$ cat config.mk
export PLATFORM = sky130hd
export DESIGN_NAME = lane_steer
export DESIGN_NICKNAME = d
export VERILOG_FILES = /design/src/common/dmem_access_pkg.sv /design/src/common/dmem_geom_pkg.sv /design/src/design/lane_steer.sv
export SDC_FILE = /design/constraint.sdc
export NUM_CORES = 1
export LEC_CHECK = 0
export BUFFER_PORTS_ARGS = -buffer_cell sky130_fd_sc_hd__buf_2
export CAP_MARGIN = 20
export CORE_MARGIN = 1
export CORE_UTILIZATION = 33
export DETAILED_ROUTE_END_ITERATION = 16
export PLACE_DENSITY_LB_ADDON = 0.12
export SYNTH_ARGS = -nofsm -noshare
export SYNTH_HDL_FRONTEND = slang
export SYNTH_SLANG_ARGS = --single-unit
$ cat constraint.sdc
create_clock -name vclk -period 0.8
set_input_delay 0.08 -clock vclk [all_inputs]
set_output_delay 0.08 -clock vclk [all_outputs]
set_load 0.005 [all_outputs]
$ cat src/common/dmem_access_pkg.sv
package dmem_access_pkg;

    // Access size as the processor encodes it
    // Encoding 3 is left unnamed and is refused as misaligned
    typedef enum logic [1:0] {
        SIZE_WORD = 2'd0,   // 32-bit access
        SIZE_BYTE = 2'd1,   // 8-bit access
        SIZE_HALF = 2'd2    // 16-bit access
    } access_size_e;

    // Direction of a request
    typedef enum logic {
        OP_LOAD  = 1'b0,    // Read returning data
        OP_STORE = 1'b1     // Write returning zero data
    } mem_op_e;

endpackage

$ cat src/common/dmem_geom_pkg.sv
package dmem_geom_pkg;

    // Datapath shape of the byte-banked memory

    parameter int DATA_W = 32;               // Processor word
    parameter int BYTE_W = 8;                // One bank is one byte wide
    parameter int BANKS  = DATA_W / BYTE_W;  // Four byte lanes
    parameter int LANE_W = $clog2(BANKS);    // Low address bits picking a lane

    // Halfword width, used by the load extension logic
    parameter int HALF_W = 2 * BYTE_W;

endpackage
$ cat src/design/lane_steer.sv
`timescale 1ns/1ps

module lane_steer (
    input  logic                                  access_strobe,
    input  logic                                  access_store,
    input  dmem_access_pkg::access_size_e         acc_size,
    input  logic [dmem_geom_pkg::LANE_W-1:0]      lane,
    input  logic [dmem_geom_pkg::DATA_W-1:0]      acc_wdata,
    output logic [dmem_geom_pkg::BANKS-1:0]       bank_en,
    output logic [dmem_geom_pkg::BANKS-1:0]       bank_we,
    output logic [dmem_geom_pkg::DATA_W-1:0]      bank_wdata
);
    import dmem_geom_pkg::*;
    import dmem_access_pkg::*;

    logic [BANKS-1:0] lane_mask;    // Lanes touched by this size and address

    // Lane selection
    always_comb begin
        case (acc_size)
            SIZE_BYTE: lane_mask = {{(BANKS-1){1'b0}}, 1'b1} << lane;   // Single lane
            SIZE_HALF: lane_mask = lane[1] ? 4'b1100 : 4'b0011;         // Upper or lower pair
            SIZE_WORD: lane_mask = {BANKS{1'b1}};                       // All four
            default:   lane_mask = '0;                                  // Never reaches ACCESS
        endcase
    end

    assign bank_en = lane_mask & {BANKS{access_strobe}};    // Only in the access cycle
    assign bank_we = bank_en & {BANKS{access_store}};       // Writes only for stores

    // Write data replicated so every enabled lane sees its byte
    always_comb begin
        case (acc_size)
            SIZE_BYTE: bank_wdata = {BANKS{acc_wdata[BYTE_W-1:0]}};     // Low byte everywhere
            SIZE_HALF: bank_wdata = {2{acc_wdata[HALF_W-1:0]}};         // Low half in both halves
            SIZE_WORD: bank_wdata = acc_wdata;                          // Straight through
            default:   bank_wdata = '0;
        endcase
    end

endmodule

==> impl_metrics.py <==
metrics = {
    "power": {
        "power_density_nw_per_um2": 564.5,
        "p_int_uw": 397.2,
        "swShare_pct": 45.29,
        "p_seq_share_pct": 0,
        "p_leak_nw": 0.7843,
        "p_sw_uw": 328.9,
        "p_clk_share_pct": 0,
        "max-vdd-ir-drop_v": 0.0003205,
        "comb_power_share_pct": 100.0,
    },
    "min_path": {
        "hold_depth": 4,
        "min_to": "bank_wdata[11]",
        "hold_class": "in -> out",
        "hold_start": "acc_wdata[11]",
    },
    "run_status": {
        "violations": "DRC, setup timing",
        "status": "complete, but fails checks",
    },
    "place": {
        "placed_cells": 189,
        "port_buffers": 78,
        "pre_cts_slack_ps": -185.9,
        "globalplace.congestion": 0.7184,
        "dp_hpwl_um": 1624,
        "placed_cell_area_um2": 1027,
    },
    "cts": {
        "post_cts_buffers": 0,
    },
    "detailed_routing": {
        "drt_iter0_drc": 20,
        "dr.pass1.iters": 11,
        "wl_per_cell_um": 12.06,
        "wirelength_um": 2304,
        "via_per_inst": 5.000,
        "drc_errors": 1,
        "postRouteAntennaNets": 0,
        "num_vias": 955,
    },
    "sta": {
        "hold_viol_final": 0,
        "maxSlewHeadroom_pct": 87.58,
        "rsz0062_at_grt": "yes",
        "post-route-period-util_pct": 104.3,
        "setup_slack_ps": -34.38,
        "tightest_slew_ps": 181.0,
        "finalSetupViolCount": 26,
        "drv_slew": 0,
        "max_freq_mhz": 1198,
        "period_needed_ps": 834.4,
    },
    "finish": {
        "fin_cells": 191,
        "nFillCells": 107,
        "antenna_cells": 0,
        "flops_and_latches": 0,
        "n_clock_buffer": 0,
        "syn_to_final_growth_pct": 120.1,
        "fin_nets": 215,
        "final_cell_area_um2": 1286,
        "seq_area_um2": 0,
        "final_layout_size_suffix_gt1_share_pct": 69.14,
        "final_common_cell": "buf_2",
        "layout_common_cells": "buf_2, mux2i_1, o21ai_2",
    },
    "logic_synthesis": {
        "synth.distinct_cells": 19,
        "avgSynthCellArea_um2": 6.351,
        "synth_area_um2": 584.3,
        "syn_inst": 92,
        "yosysWarningCount": 0,
        "synth_seq_area_share_pct": 0,
        "synth_nets": 130,
    },
    "worst_setup_path": {
        "worstPathMaxFanout": 8,
        "start_kind": "input pin",
        "cp.required_ps": 720,
        "end_kind": "primary output",
        "crit_type": "in -> out",
        "cp.arrival_ps": 750,
    },
    "global_routing": {
        "antenna_found_initial": 0,
        "grt_start_max_net_pins": 13,
        "groute.usage.overall_pct": 23.11,
        "grt_pass1_wl_um": 3594,
        "grt-ovfl-total": 0,
        "grt_pass1_vias": 875,
    },
    "die": {
        "start_util_pct": 37.06,
        "fp.dieArea_um2": 1943,
        "fp.dieH_um": 44.08,
        "die_w_um": 44.08,
        "ios": 78,
        "core-area_um2": 1577,
        "rows": 14,
    },
    "run": {
        "maxCapViolations": 0,
    },
}
-- routing by layer --
metal / up-vias / global-route usage, % / routed length (um)
met2: 40 / 49.41 / 1263
li1: 485 / - / -
met1: 430 / 26.17 / 929
met4: 0 / 0.6061 / 0
met3: 0 / 0 / 112
met5: - / 0 / 0
-- critical path: stages --
cell and delay [ps]:
buf_8 90, nor2b_4 160, buf_12 160, nand2_4 60
o21ai_1 70, buf_2 130
-- through the flow --
| stage | utilization [%] | hold slack [ps] | power [mW] | setup TNS (ps) |
|---|---|---|---|---|
| finish | 81.59 | 472.5 | 0.7261 | -357.1 |
| global route | 81.59 | 494.9 | 0.7862 | -1584 |
| CTS | 78.17 | 469.8 | 0.6805 | -160.1 |
| detailed placement | 65.16 | 460.6 | 0.5563 | -4508 |
| global placement | 65.16 | 456.6 | 0.5467 | -3855 |
| floorplan | - | 248.7 | 0.2638 | 0 |
-- cells in the mapped netlist (all sizes together) --
cell type | n | area, um2
nor2 | 5 | 18.77
a21oi | 1 | 5.000
and2 | 10 | 62.56
and2b | 2 | 15.01
nor3b | 1 | 7.510
inv | 8 | 30.03
nor2b | 4 | 25.02
o21ai | 25 | 128.9
mux2i | 16 | 160.2
buf | 7 | 55.05
nand3b | 1 | 20.02
o2bb2ai | 1 | 8.760
nand2 | 10 | 37.54
nor3 | 1 | 10.01
-- area by class of cell --
cell class	instances	area, um2	share of cell area, %
Inverter	8	30.03	2.335
Multi-Input combinational cell	77	648.1	50.39
Tap cell	16	20.02	1.556
Timing Repair Buffer	90	588.1	45.72
-- power by group through the flow --
stage	Clock, mW	Sequential [mW]	Combinational, mW
6_report	0	0	0.726
3_5_place_dp	0	0	0.556
4_1_cts	0	0	0.680
5_1_grt	0	0	0.786
3_3_place_gp	0	0	0.547
2_1_floorplan	0	0	0.264
-- timing repair --
action                                  4_1_cts  5_1_grt
hold buffers                                  0        0
gates resized for setup                      56       13
endpoints found under the setup margin       40       37
gates cloned                                  2        0
pin swaps                                    16        3
-- logic make-up after synthesis --
family	Yosys count	share of synthesized area, %
buf+inv	15	14.56
simple gates	34	33.62
mux	16	27.41
compound gates	27	24.41
-- worst max path at each step --
stage / start / endpoint / cells past startpoint
after global placement: acc_size[1] / bank_wdata[30] / 5
after global routing: acc_size[0] / bank_wdata[9] / 6
after floorplan: acc_size[1] / bank_en[2] / 5
final: acc_size[0] / bank_wdata[30] / 6
after detailed placement: acc_size[1] / bank_wdata[18] / 5
after CTS: acc_size[1] / bank_en[1] / 6
Note: power is estimated with default switching activity, not from simulation.
