### config.mk
export PLATFORM = sky130hd
export DESIGN_NAME = load_align
export DESIGN_NICKNAME = d
export VERILOG_FILES = /design/src/common/dmem_access_pkg.sv /design/src/common/dmem_geom_pkg.sv /design/src/design/load_align.sv
export SDC_FILE = /design/constraint.sdc
export NUM_CORES = 1
export LEC_CHECK = 0
export ABC_AREA = 1
export ABC_CLOCK_PERIOD_IN_PS = 1900
export CORE_MARGIN = 2
export CORE_UTILIZATION = 55
export CTS_CLUSTER_DIAMETER = 150
export DETAILED_ROUTE_END_ITERATION = 10
export DONT_BUFFER_PORTS = 1
export PLACE_DENSITY_LB_ADDON = 0.12
export SLEW_MARGIN = 20
export SYNTH_ARGS = -nofsm -noshare
export SYNTH_HDL_FRONTEND = slang
export SYNTH_SLANG_ARGS = --single-unit
### constraint.sdc
create_clock -name clk -period 1.9 [get_ports clk]
set_input_delay 0 -clock clk [delete_from_list [all_inputs] [get_ports clk]]
set_output_delay 0 -clock clk [all_outputs]
set_load 0.02 [all_outputs]
### src/common/dmem_access_pkg.sv
package dmem_access_pkg;

    // Access size as the processor encodes it
    // Encoding 3 is left unnamed and is refused as misaligned
    typedef enum logic [1:0] {
        SIZE_WORD = 2'd0,   // 32-bit access
        SIZE_BYTE = 2'd1,   // 8-bit access
        SIZE_HALF = 2'd2    // 16-bit access
    } access_size_e;

    // Direction of a request
    typedef enum logic {
        OP_LOAD  = 1'b0,    // Read returning data
        OP_STORE = 1'b1     // Write returning zero data
    } mem_op_e;

endpackage

### src/common/dmem_geom_pkg.sv
package dmem_geom_pkg;

    // Datapath shape of the byte-banked memory

    parameter int DATA_W = 32;               // Processor word
    parameter int BYTE_W = 8;                // One bank is one byte wide
    parameter int BANKS  = DATA_W / BYTE_W;  // Four byte lanes
    parameter int LANE_W = $clog2(BANKS);    // Low address bits picking a lane

    // Halfword width, used by the load extension logic
    parameter int HALF_W = 2 * BYTE_W;

endpackage
### src/design/load_align.sv
`timescale 1ns/1ps

module load_align (
    input  logic                               clk,
    input  logic                               reset,
    input  logic                               capture,
    input  dmem_access_pkg::access_size_e      acc_size,
    input  logic                               acc_unsigned,
    input  logic [dmem_geom_pkg::LANE_W-1:0]   lane,
    input  logic [dmem_geom_pkg::DATA_W-1:0]   bank_rdata,
    output logic [dmem_geom_pkg::DATA_W-1:0]   rdata
);
    import dmem_geom_pkg::*;
    import dmem_access_pkg::*;

    logic [BYTE_W-1:0] byte_sel;     // Addressed byte
    logic [HALF_W-1:0] half_sel;     // Addressed halfword
    logic              byte_fill;    // Extension bit for byte loads
    logic              half_fill;    // Extension bit for halfword loads
    logic [DATA_W-1:0] load_ext;     // Extended result before the register

    assign byte_sel = bank_rdata[lane*BYTE_W +: BYTE_W];
    assign half_sel = lane[1] ? bank_rdata[DATA_W-1:HALF_W] : bank_rdata[HALF_W-1:0];

    // Sign bit unless zero extension asked for
    assign byte_fill = ~acc_unsigned & byte_sel[BYTE_W-1];
    assign half_fill = ~acc_unsigned & half_sel[HALF_W-1];

    always_comb begin
        case (acc_size)
            SIZE_BYTE: load_ext = {{(DATA_W-BYTE_W){byte_fill}}, byte_sel};
            SIZE_HALF: load_ext = {{(DATA_W-HALF_W){half_fill}}, half_sel};
            SIZE_WORD: load_ext = bank_rdata;       // Lanes already in order
            default:   load_ext = '0;               // Illegal size clears the result
        endcase
    end

    // Result register loaded once per load in CAPTURE
    always_ff @(posedge clk) begin
        if (reset) begin
            rdata <= '0;
        end else if (capture) begin
            rdata <= load_ext;
        end
    end

endmodule

==> results.sh <==
export IMPL_antenna_found_initial=0
export IMPL_relSlewSlack_pct=57.5
export IMPL_p_total_w=0.00141
export IMPL_r2r_start="rdata[28]$_SDFFE_PP0P_"
export IMPL_wl_um=5180
export IMPL_worstReg2RegEnd="rdata[28]$_SDFFE_PP0P_"
export IMPL_viasPerCell=5.10
export IMPL_hp_class="in -> reg"
export IMPL_routabilityCongestion=0.831
export IMPL_final_min_clock_period_ps=1480
export IMPL_grt_util_all_layers_pct=27.7
export IMPL_max_freq_mhz=674
export IMPL_outcome="completed"
export IMPL_startpoint_type="input pin"
export IMPL_grt_start_max_net_pins=33
export IMPL_hold_path_depth=6
export IMPL_regMostFlops="rdata"
export IMPL_root_buffer="clkbuf_4"
export IMPL_instances_no_fill=398
export IMPL_die_w_um=62.5
export IMPL_nFillCells=320
export IMPL_area_delta_synth_final_pct=17.8
export IMPL_placedCellCount=361
export IMPL_syn_nets=370
export IMPL_nets=392
export IMPL_drt_first_pass_iters=5
export IMPL_synth_sequential_area_ratio_pct=34.1
export IMPL_syn_avg_cell_area_um2=5.69
export IMPL_clk_latency_ps=330
export IMPL_finalHoldViolCount=0
export IMPL_cts_reportedPaths_clkPinSlew_ps=100
export IMPL_r2r_cells=3
export IMPL_maxCapViolCount=0
export IMPL_rsz0062_at_grt="false"
export IMPL_io_pin_count=72
export IMPL_clock_skew_ps=0
export IMPL_postRouteAntennaNets=0
export IMPL_rows=21
export IMPL_crit_arrival_ps=1710
export IMPL_core_um2=3310
export IMPL_drcViolationCount=0
export IMPL_whs_endpoint="rdata[29]$_SDFFE_PP0P_"
export IMPL_yosys_warnings=0
export IMPL_worst_pin_slew_ps=637
export IMPL_dieHeight_um=62.5
export IMPL_final_max_slew_viol_count=0
export IMPL_synthDistinctLibCells=20
export IMPL_place_hpwl_um=3350
export IMPL_placed_cell_area_um2=1870
export IMPL_cts_buffers=5
export IMPL_power_density_nw_per_um2=636
export IMPL_initial_utilization_pct=56.8
export IMPL_timing_worst_setup_path_type="in -> reg"
export IMPL_dr_total_vias=2030
export IMPL_ys_ff_latch=32
export IMPL_largest_reg_flops=32
export IMPL_cp_required_ps=2130
export IMPL_p_leak_nw=1.08
export IMPL_portBuffers=0
export IMPL_cts_tree="done"
export IMPL_postSynthCellCount=330
export IMPL_diodes=0
export IMPL_tns_ps=0
export IMPL_crit_path_end_kind="flip-flop"
export IMPL_dieArea_um2=3900
export IMPL_grt_pass1_wl_um=8630
export IMPL_globalRouteOverflowTotal=0
export IMPL_cts_sinks=32
export IMPL_fin_area_um2=2210
export IMPL_regToRegSetupSlack_ps=550
export IMPL_ir_drop_mv=0.401
export IMPL_drive_gt1_share_pct=6.82
export IMPL_wire_per_inst_um=13.0
export IMPL_path_max_fanout=31
export IMPL_cts_max_path_buffers=2
export IMPL_synth_area_leaders="nand2_1, dfxtp_1, a21oi_1"
export IMPL_grt_pass1_vias=2016
export IMPL_postCtsSetupBuffers=0
export IMPL_hp_start="bank_rdata[29]"
export IMPL_synth_top_cell_area_share_pct=36.0
export IMPL_finalCritPeriodShare_pct=78.1
export IMPL_htreeDepth=2
export IMPL_setup_viol=0
export IMPL_synth_top_area_cell="nand2_1"
export IMPL_biggestRegsByFlops="rdata (32)"
export IMPL_drt_initial_drc_count=116
export IMPL_syn_cell_area_um2=1880
==> placed cells by master (no fill, tap or decap) <==
master          instances
clkbuf_4                5
buf_2                   1
dfxtp_1                32
o21ai_1                 1
inv_1                  19
nor2_1                  9
nand3_1                 7
nor2_4                  1
clkinv_1                3
buf_4                   3
o21ai_2                 1
dlymetal6s4s_1          1
nand2_1               180
clkinv_2                1
nor2_2                  1
a21oi_1                39
inv_2                   8
clkbuf_1                1
o21ai_0                 7
dlygate4sd3_1          28
a22oi_1                 1
nand3_2                 1
nand2_2                 2
==> synthesized netlist by cell type <==
library cell,instances
buf_1,1
clkinv_1,3
o21ai_2,1
buf_2,6
nor2_4,1
nand3_2,1
nand3_1,7
inv_1,19
nor2_2,1
o21ai_0,7
inv_2,8
nand2_1,180
nor2_1,9
buf_6,2
clkbuf_1,9
dfxtp_1,32
o21ai_1,1
a22oi_1,1
nand2_2,2
a21oi_1,39
==> worst max-delay path, cell delays in order <==
cell and delay (ps):
dlymetal6s4s_1 570, inv_1 120, buf_4 260, nand2_1 100
a21oi_1 60, dlygate4sd3_1 590
==> final cells by class <==
type	instances	area (um2)	share of cell area, %
clock buffer	6	41.3	1.87
clock inverter	1	5.00	0.226
inverter	30	113	5.09
multi-input combinational	250	1040	46.8
sequential	32	641	28.9
tap	46	57.6	2.60
timing repair buffer	33	320	14.5
==> through the flow <==
stage               util (%)  hold WS [ps]  worst slack [ps]
floorplan                  -          69.1              1000
global placement        56.5          71.7               711
detailed placement      56.5          73.9               669
CTS                     66.9          3.05              49.5
global route            66.9          42.8               304
finish                  66.9          20.2               417
==> kinds of logic (layout without fill, tap and decap cells) <==
group	count (synthesis)	in the layout	synth area share (%)
compound gates	49	49	13.4
buf+inv	48	70	10.8
flops	32	32	34.1
simple gates	201	201	41.7
==> worst max path at each step <==
stage / slack (ps) / from / end
6_report: 420 / capture / rdata[28]$_SDFFE_PP0P_
5_1_grt: 300 / capture / rdata[28]$_SDFFE_PP0P_
4_1_cts: 50 / capture / rdata[28]$_SDFFE_PP0P_
3_5_place_dp: 670 / acc_size[0] / rdata[17]$_SDFFE_PP0P_
3_3_place_gp: 710 / acc_size[0] / rdata[30]$_SDFFE_PP0P_
2_1_floorplan: 1000 / acc_size[1] / rdata[12]$_SDFFE_PP0P_
==> metal layers <==
metal,wire (um),GRT usage (%)
met5,0,0
met4,114,11.7
met3,413,9.73
met1,2190,29.9
met2,2450,49.1
==> what timing repair did <==
action	4_1_cts	5_1_grt
resized for setup	0	1
hold buffers	30	0
setup endpoints to repair	0	1
hold endpoints to repair	32	0
==> power by group <==
part | total [W] | internal (W) | switching, W | leakage (nW)
logic | 0.000271 | 0.000119 | 0.000152 | 0.795
clock network | 0.000369 | 0.000136 | 0.000233 | 0.0281
registers | 0.000768 | 0.000704 | 0.0000631 | 0.261
total | 0.00141 | 0.000959 | 0.000448 | 1.08
(Power assumes the default switching activity.)
