File: src/common/dmem_access_pkg.sv
package dmem_access_pkg;

    // Access size as the processor encodes it
    // Encoding 3 is left unnamed and is refused as misaligned
    typedef enum logic [1:0] {
        SIZE_WORD = 2'd0,   // 32-bit access
        SIZE_BYTE = 2'd1,   // 8-bit access
        SIZE_HALF = 2'd2    // 16-bit access
    } access_size_e;

    // Direction of a request
    typedef enum logic {
        OP_LOAD  = 1'b0,    // Read returning data
        OP_STORE = 1'b1     // Write returning zero data
    } mem_op_e;

endpackage

File: src/common/dmem_geom_pkg.sv
package dmem_geom_pkg;

    // Datapath shape of the byte-banked memory

    parameter int DATA_W = 32;               // Processor word
    parameter int BYTE_W = 8;                // One bank is one byte wide
    parameter int BANKS  = DATA_W / BYTE_W;  // Four byte lanes
    parameter int LANE_W = $clog2(BANKS);    // Low address bits picking a lane

    // Halfword width, used by the load extension logic
    parameter int HALF_W = 2 * BYTE_W;

endpackage
File: src/design/dmem_controller.sv
`timescale 1ns/1ps

module dmem_controller #(
    parameter int ADDR_W = 15
) (
    input  logic                               clk,
    input  logic                               reset,
    input  logic                               req_valid,
    output logic                               req_ready,
    input  dmem_access_pkg::mem_op_e           req_op,
    input  dmem_access_pkg::access_size_e      req_size,
    input  logic                               req_unsigned,
    input  logic [ADDR_W-1:0]                  req_addr,
    input  logic [dmem_geom_pkg::DATA_W-1:0]   req_wdata,
    output logic                               resp_valid,
    input  logic                               resp_ready,
    output logic                               resp_error,
    output logic                               access_strobe,
    output logic                               access_store,
    output dmem_access_pkg::access_size_e      acc_size,
    output logic                               acc_unsigned,
    output logic [ADDR_W-1:0]                  acc_addr,
    output logic [dmem_geom_pkg::DATA_W-1:0]   acc_wdata,
    output logic                               capture
);
    import dmem_access_pkg::*;

    typedef enum logic [1:0] {
        IDLE,       // Waiting for a request
        ACCESS,     // Single bank cycle
        CAPTURE,    // Load data into the aligner
        RESP        // Holding the response
    } state_e;

    state_e  state;
    mem_op_e acc_op;        // Registered op
    logic    misaligned;    // Check on the incoming request

    // The only alignment check in the design
    always_comb begin
        case (req_size)
            SIZE_BYTE: misaligned = 1'b0;                  // Any address is fine
            SIZE_HALF: misaligned = req_addr[0];           // Must be even
            SIZE_WORD: misaligned = |req_addr[1:0];        // Must be word aligned
            default:   misaligned = 1'b1;                  // Size 3 is refused
        endcase
    end

    // Control state
    always_ff @(posedge clk) begin
        if (reset) begin
            state      <= IDLE;
            resp_error <= 1'b0;
        end else begin
            case (state)
                IDLE: begin
                    if (req_valid) begin
                        resp_error <= misaligned;            // Error skips the banks
                        state      <= misaligned ? RESP : ACCESS;
                    end
                end
                ACCESS: begin
                    state <= (acc_op == OP_STORE) ? RESP : CAPTURE;  // Store is done here
                end
                CAPTURE: begin
                    state <= RESP;                             // Aligner loads this edge
                end
                RESP: begin
                    if (resp_ready) begin
                        state <= IDLE;                         // Response taken
                    end
                end
                default: begin
                    state <= IDLE;
                end
            endcase
        end
    end

    // Request register loaded on the accepting edge only
    always_ff @(posedge clk) begin
        if (state == IDLE && req_valid) begin
            acc_op       <= req_op;
            acc_size     <= req_size;
            acc_unsigned <= req_unsigned;
            acc_addr     <= req_addr;
            acc_wdata    <= req_wdata;
        end
    end

    assign req_ready     = (state == IDLE);       // One request in flight
    assign resp_valid    = (state == RESP);       // Held under back-pressure
    assign access_strobe = (state == ACCESS);     // Exactly one cycle per aligned request
    assign capture       = (state == CAPTURE);    // Loads only
    assign access_store  = (acc_op == OP_STORE);

endmodule

File: config.mk
export PLATFORM = sky130hd
export DESIGN_NAME = dmem_controller
export DESIGN_NICKNAME = d
export VERILOG_FILES = /design/src/common/dmem_access_pkg.sv /design/src/common/dmem_geom_pkg.sv /design/src/design/dmem_controller.sv
export SDC_FILE = /design/constraint.sdc
export NUM_CORES = 1
export LEC_CHECK = 0
export ABC_AREA = 0
export BUFFER_PORTS_ARGS = -buffer_cell sky130_fd_sc_hd__buf_4
export CAP_MARGIN = 20
export CORE_MARGIN = 10
export CORE_UTILIZATION = 41
export DETAILED_ROUTE_END_ITERATION = 10
export PLACE_DENSITY = 0.74
export SLEW_MARGIN = 25
export SYNTH_ARGS = -nofsm -noshare
export SYNTH_HDL_FRONTEND = slang
export SYNTH_SLANG_ARGS = --single-unit
File: constraint.sdc
create_clock -name clk -period 2.2 [get_ports clk]
set_input_delay 0.44 -clock clk [delete_from_list [all_inputs] [get_ports clk]]
set_output_delay 0.44 -clock clk [all_outputs]
set_load 0.02 [all_outputs]
==> results_dict.tcl, run 1 <==
set metrics [dict create \
    crit_path_end_kind "register" \
    final.period_utilization_pct 83.3 \
    required_ns 2.43 \
    cts_tree "done" \
    grt_usage_pct 13.2 \
    dr.pass1.iters 4 \
    max_freq_mhz 545 \
    tightest_slew_ns 0.451 \
    yosys_warnings 0 \
    syn_area_um2 1770 \
    finalClockSkew_ns 0.00494 \
    grt_overflow 0 \
    cp_slowest_cell "and2_2" \
    grt_pass1_vias 1221 \
    outcome "complete, no violations" \
    critPathMaxFanout 19 \
    critPathMaxStageDelay_ns 0.49 \
    start_kind "register" \
    die_h_um 85.7 \
    dp_hpwl_um 4140 \
    synth_cells 76 \
    ir_drop_mv 0.793 \
    drt_wl_total_um 4970 \
    drtIter0Drc 88 \
    seq_area_frac_synth_pct 90.0 \
    grt_max_degree 20 \
    antennaDiodeCount 0 \
    synth_ff_type "edfxtp_1" \
    cp_cell_sequence "inv_1 -> ha_1 -> and2_2 -> buf_12 -> o311ai_0 -> a21oi_1" \
    synth_cell_type_count 15 \
    numCtsBuffers 5 \
    hold_slack_ns 0.316 \
    cap_violations 0 \
    cts_resized 0 \
    synth_nets 135 \
    cp.arrival_ns 2.06 \
    slew_headroom_pct 69.9 \
    cts-root-buf "clkbuf_8" \
    clkLatencyLatePin_ns 0.29 \
    yosys.area.top_type "edfxtp_1" \
    via_count 1153 \
    die_width_um 85.7 \
    hold_buffers 0 \
    routed_via_density 4.69 \
    critPathKind "reg -> reg" \
    synth_top_area_share_pct 86.6 \
    nets 254 \
    p_per_area_nw_per_um2 1120 \
    wl_per_cell_um 20.2 \
    io_buffers 110 \
    die_area_um2 7340 \
    gp_congestion 0.832 \
    cellLeakagePower_nw 1.16 \
    ant_nets 0 \
    final.setup.tns_ns 0 \
    rows 23 \
    slew_viol_final 0 \
    crit_buf_inv 2 \
    hp-class "in -> reg" \
    boundaryPins 111 \
    path_clk_slew_ns 0.08 \
    final_hold_viol_count 0 \
    ys_ff_latch 54 \
    grt_pass1_wl_um 7360 \
    critPathTopFamily "simple AND/OR/NAND/NOR gates" \
    ys_top_cells_by_area "edfxtp_1 87%, dfxtp_1 3.4%, ha_1 2.8%" \
    post-route-drc-count 0 \
    place_ws_ns 0.360 \
    clockBufferDepth 2 \
    cts.sinks 54 \
    final_util_pct 68.0 \
    final_cells 246 \
    drive_above_1_share_pct 62.2 \
    antenna_found_initial 0 \
    area_growth_pct 57.1 \
    synthArstFlopShare_pct 0 \
    setup_ws_ns 0.367 \
    fin_crit_ns 1.83 \
    setup_viol 0 \
    synth-edff-count 51 \
    core_area_um2 4090 \
    cts_setup_buffers 0 \
    avgSynthCellArea_um2 23.3 \
    start_util_pct 43.3 \
    rsz0062_at_grt "false" \
    post-place-cells 238 \
    cts-htree-levels 2 \
]
## power breakdown
group	switching [W]	internal, W
sequential	0.0000794	0.00142
combinational	0.000637	0.000466
clock	0.000282	0.000219
## cells in the mapped netlist, types with 2 or more instances
cell / n
a21oi_1: 2
dfxtp_1: 3
edfxtp_1: 51
ha_1: 4
inv_1: 2
nand2b_1: 3
nand2b_2: 2
o311ai_0: 2
## per-stage QoR
stage | total power (W) | instance area (µm²)
after floorplan | 0.00207 | 1770
after global placement | 0.00260 | 2700
after detailed placement | 0.00264 | 2700
after CTS | 0.00314 | 2780
after global routing | 0.00327 | 2780
final | 0.00310 | 2780
## metal layers
layer | global-route usage [%] | vias up | share of wire (%)
met5 | 0 | - | 0
met4 | 3.74 | 0 | 0.24
met3 | 7.38 | 2 | 14
met2 | 19.9 | 93 | 46
met1 | 15.7 | 522 | 39
li1 | - | 536 | -
## path summary, 6_finish.rpt
kind,startpoint,end,slack [ns],cells after the start
max reg2reg,state[0],resp_error,0.37,6
min reg2reg,resp_error,resp_error,0.49,2
min,reset,resp_error,0.32,2
max,state[0],resp_error,0.37,6
## worst reg2reg max path, cell delays in order, from the launching register on
cell and delay (ns):
dfxtp_1 0.34, inv_1 0.13, ha_1 0.31, and2_2 0.49
buf_12 0.23, o311ai_0 0.15, a21oi_1 0.14
## cell usage in the layout (no fill, tap or decap), types with 2 or more instances in the layout
cell type / instances
buf_4: 110
edfxtp_1: 51
clkbuf_8: 5
ha_1: 4
nand2b_1: 3
dfxtp_1: 3
inv_1: 2
o311ai_0: 2
a21oi_1: 2
nand2b_2: 2
buf_12: 2
## layout make-up
type | instances | area [µm²]
Clock inverter | 2 | 8.76
Inverter | 2 | 7.51
Multi-Input combinational cell | 20 | 169
Sequential cell | 54 | 1590
Tap cell | 50 | 62.6
Fill cell | 279 | 1310
Timing Repair Buffer | 112 | 866
Clock buffer | 6 | 72.6
## registers in the layout, summed over array words and instances, names as in the netlist
name          flops
acc_size          2
acc_wdata        32
acc_unsigned      1
state             2
acc_addr         15
access_store      1
resp_error        1
## kinds of logic after synthesis
| logic type | after synthesis | synth area share [%] |
|---|---|---|
| buf+inv | 2 | 0.425 |
| compound gates | 8 | 3.40 |
| simple gates | 8 | 3.33 |
| fa+ha+maj | 4 | 2.83 |
| flops | 54 | 90.0 |
Power figures use the tool's default switching activity.
==> inputs of run 2 (changes only) <==
==> constraint.sdc (replaced) <==
create_clock -name clk -period 1.8 [get_ports clk]
set_input_delay 0.36 -clock clk [delete_from_list [all_inputs] [get_ports clk]]
set_output_delay 0.36 -clock clk [all_outputs]
set_load 0.02 [all_outputs]
==> run 2 against run 1 <==
Non-clock buffer count unchanged. Sequential share of layout area shrank 1.3 points. Setup slack worse by 0.19 ns. Critical path depth unchanged. Sequential power grew 23%. Largest cell class unchanged. Largest power group unchanged.
==> results_dict.tcl, run 2 (synthesized netlist as in run 1, its figures left out) <==
set metrics [dict create \
    intPower_w 0.00290 \
    cellLeakagePower_nw 1.19 \
    fill_cells 298 \
    final.period_utilization_pct 90.1 \
    final.setup.tns_ns 0 \
    critPathMaxStageDelay_ns 0.34 \
    setup_ws_ns 0.178 \
    cts-root-buf "clkbuf_8" \
    seq_power_share_pct 44.7 \
    die_width_um 85.7 \
    wl_per_cell_um 19.8 \
    nets 254 \
    cp.arrival_ns 1.85 \
    fin_area_um2 2840 \
    outcome "complete, no violations" \
    layout_common_cells "110 x buf_4, 51 x edfxtp_1, 6 x clkbuf_8, 4 x ha_1" \
    slew_headroom_pct 79.9 \
    worstHoldStart "req_wdata[25]" \
    die_h_um 85.7 \
    ant_nets 0 \
    finalClockSkew_ns 0.00710 \
    antennaDiodeCount 0 \
    dpl-instance-area_um2 2700 \
    seq_area_um2 1590 \
    slew_viol_final 0 \
    die_area_um2 7340 \
    post-route-drc-count 0 \
    start_util_pct 43.3 \
    holdPathEnd "acc_wdata[25]" \
    grt_usage_pct 12.5 \
    largest_reg_flops 32 \
    grt_max_degree 26 \
    start_kind "register" \
    p_comb_share_pct 32.6 \
    core_area_um2 4090 \
    path_clk_slew_ns 0.09 \
    routed_via_density 4.70 \
    rr_worst_depth 6 \
    multi_input_area_um2 170 \
    tightest_slew_ns 0.298 \
    antenna_found_initial 0 \
    drtIter0Drc 36 \
    via_count 1155 \
    grt_pass1_vias 1261 \
    dp_hpwl_um 4160 \
    cts_tree "done" \
    crit_path_end_kind "register" \
    cp_slowest_cell "dfxtp_1" \
    grt_overflow 0 \
    hp-class "in -> reg" \
    required_ns 2.02 \
    reg2reg_from "state[0]" \
    switchingPower_w 0.00121 \
    final_common_cell "buf_4" \
    setup_viol 0 \
    r2r_slack_ns 0.18 \
    cap_violations 0 \
    cts-htree-levels 2 \
    cts_resized 0 \
    p_per_area_nw_per_um2 1450 \
    rsz0062_at_grt "false" \
    clockBufferDepth 2 \
    dr.pass1.iters 4 \
    drt_wl_total_um 4870 \
    ir_drop_mv 0.875 \
    critPathKind "reg -> reg" \
    critPathMaxFanout 16 \
    io_buffers 110 \
    place_ws_ns 0.198 \
    hold-path-cell-count 1 \
    reg_top3 "acc_wdata: 32 flops, acc_addr: 15 flops" \
    reg2reg_to "resp_error" \
    drive_above_1_share_pct 63.3 \
    boundaryPins 111 \
    gp_congestion 0.811 \
    top_register "acc_wdata" \
    switching_share_pct 29.4 \
    p_clk_share_pct 22.6 \
    fin_crit_ns 1.62 \
    grt_pass1_wl_um 7070 \
    cts.sinks 54 \
    final_hold_viol_count 0 \
    cts_setup_buffers 0 \
    area_growth_pct 60.7 \
    clkLatencyLatePin_ns 0.29 \
    rows 23 \
    hold_buffers 0 \
    numCtsBuffers 5 \
    max_freq_mhz 617 \
    cp_cell_sequence "inv_1 -> ha_1 -> and2_4 -> buf_12 -> o311ai_0 -> a21oi_1" \
]
==> run 2: worst max-delay path, delay by kind of cell, from the launching register on <==
family,cells,cell delay [ns]
compound gates,2,0.26
fa+ha+maj,1,0.31
buf+inv,2,0.30
flops,1,0.34
simple gates,1,0.34
==> run 2: final cells by class <==
cell class / instances / area share [%]
Tap cell: 50 / 2.20
Multi-Input combinational cell: 20 / 5.99
Inverter: 2 / 0.264
Clock inverter: 2 / 2.11
Timing Repair Buffer: 112 / 30.5
Clock buffer: 6 / 2.91
Sequential cell: 54 / 56.0
==> run 2: power groups by stage <==
stage,sequential [W],clock (W),combinational (W)
finish,0.00184,0.000930,0.00134
global route,0.00186,0.00102,0.00144
CTS,0.00184,0.000953,0.00136
detailed placement,0.00186,0,0.00136
global placement,0.00185,0,0.00133
floorplan,0.00215,0,0.000381
==> run 2: how the worst max path moves through the flow <==
stage | to | cells after the start | from
after floorplan | resp_error | 5 | state[0]
after global placement | acc_wdata[8] | 4 | state[0]
after detailed placement | resp_error | 6 | state[0]
after CTS | resp_error | 6 | state[0]
after global routing | resp_error | 6 | state[0]
final | resp_error | 6 | state[0]
==> run 2: metrics by stage <==
stage                     hold WS (ns)  cells  total power, W  utilization (%)
after global placement           0.471    238         0.00318             66.0
after CTS                        0.233    246         0.00416             69.5
after floorplan                  0.429     76         0.00253                -
after detailed placement         0.479    238         0.00323             66.0
final                            0.240    246         0.00411             69.5
after global routing             0.215    246         0.00431             69.5
==> run 2: routing by layer <==
| layer | vias to the layer above | wire [µm] | global-route usage, % |
|---|---|---|---|
| met4 | 0 | 25 | 2.99 |
| met2 | 77 | 2330 | 20.6 |
| met5 | - | 0 | 0 |
| met1 | 533 | 1820 | 13.3 |
| li1 | 540 | - | - |
| met3 | 5 | 691 | 7.47 |
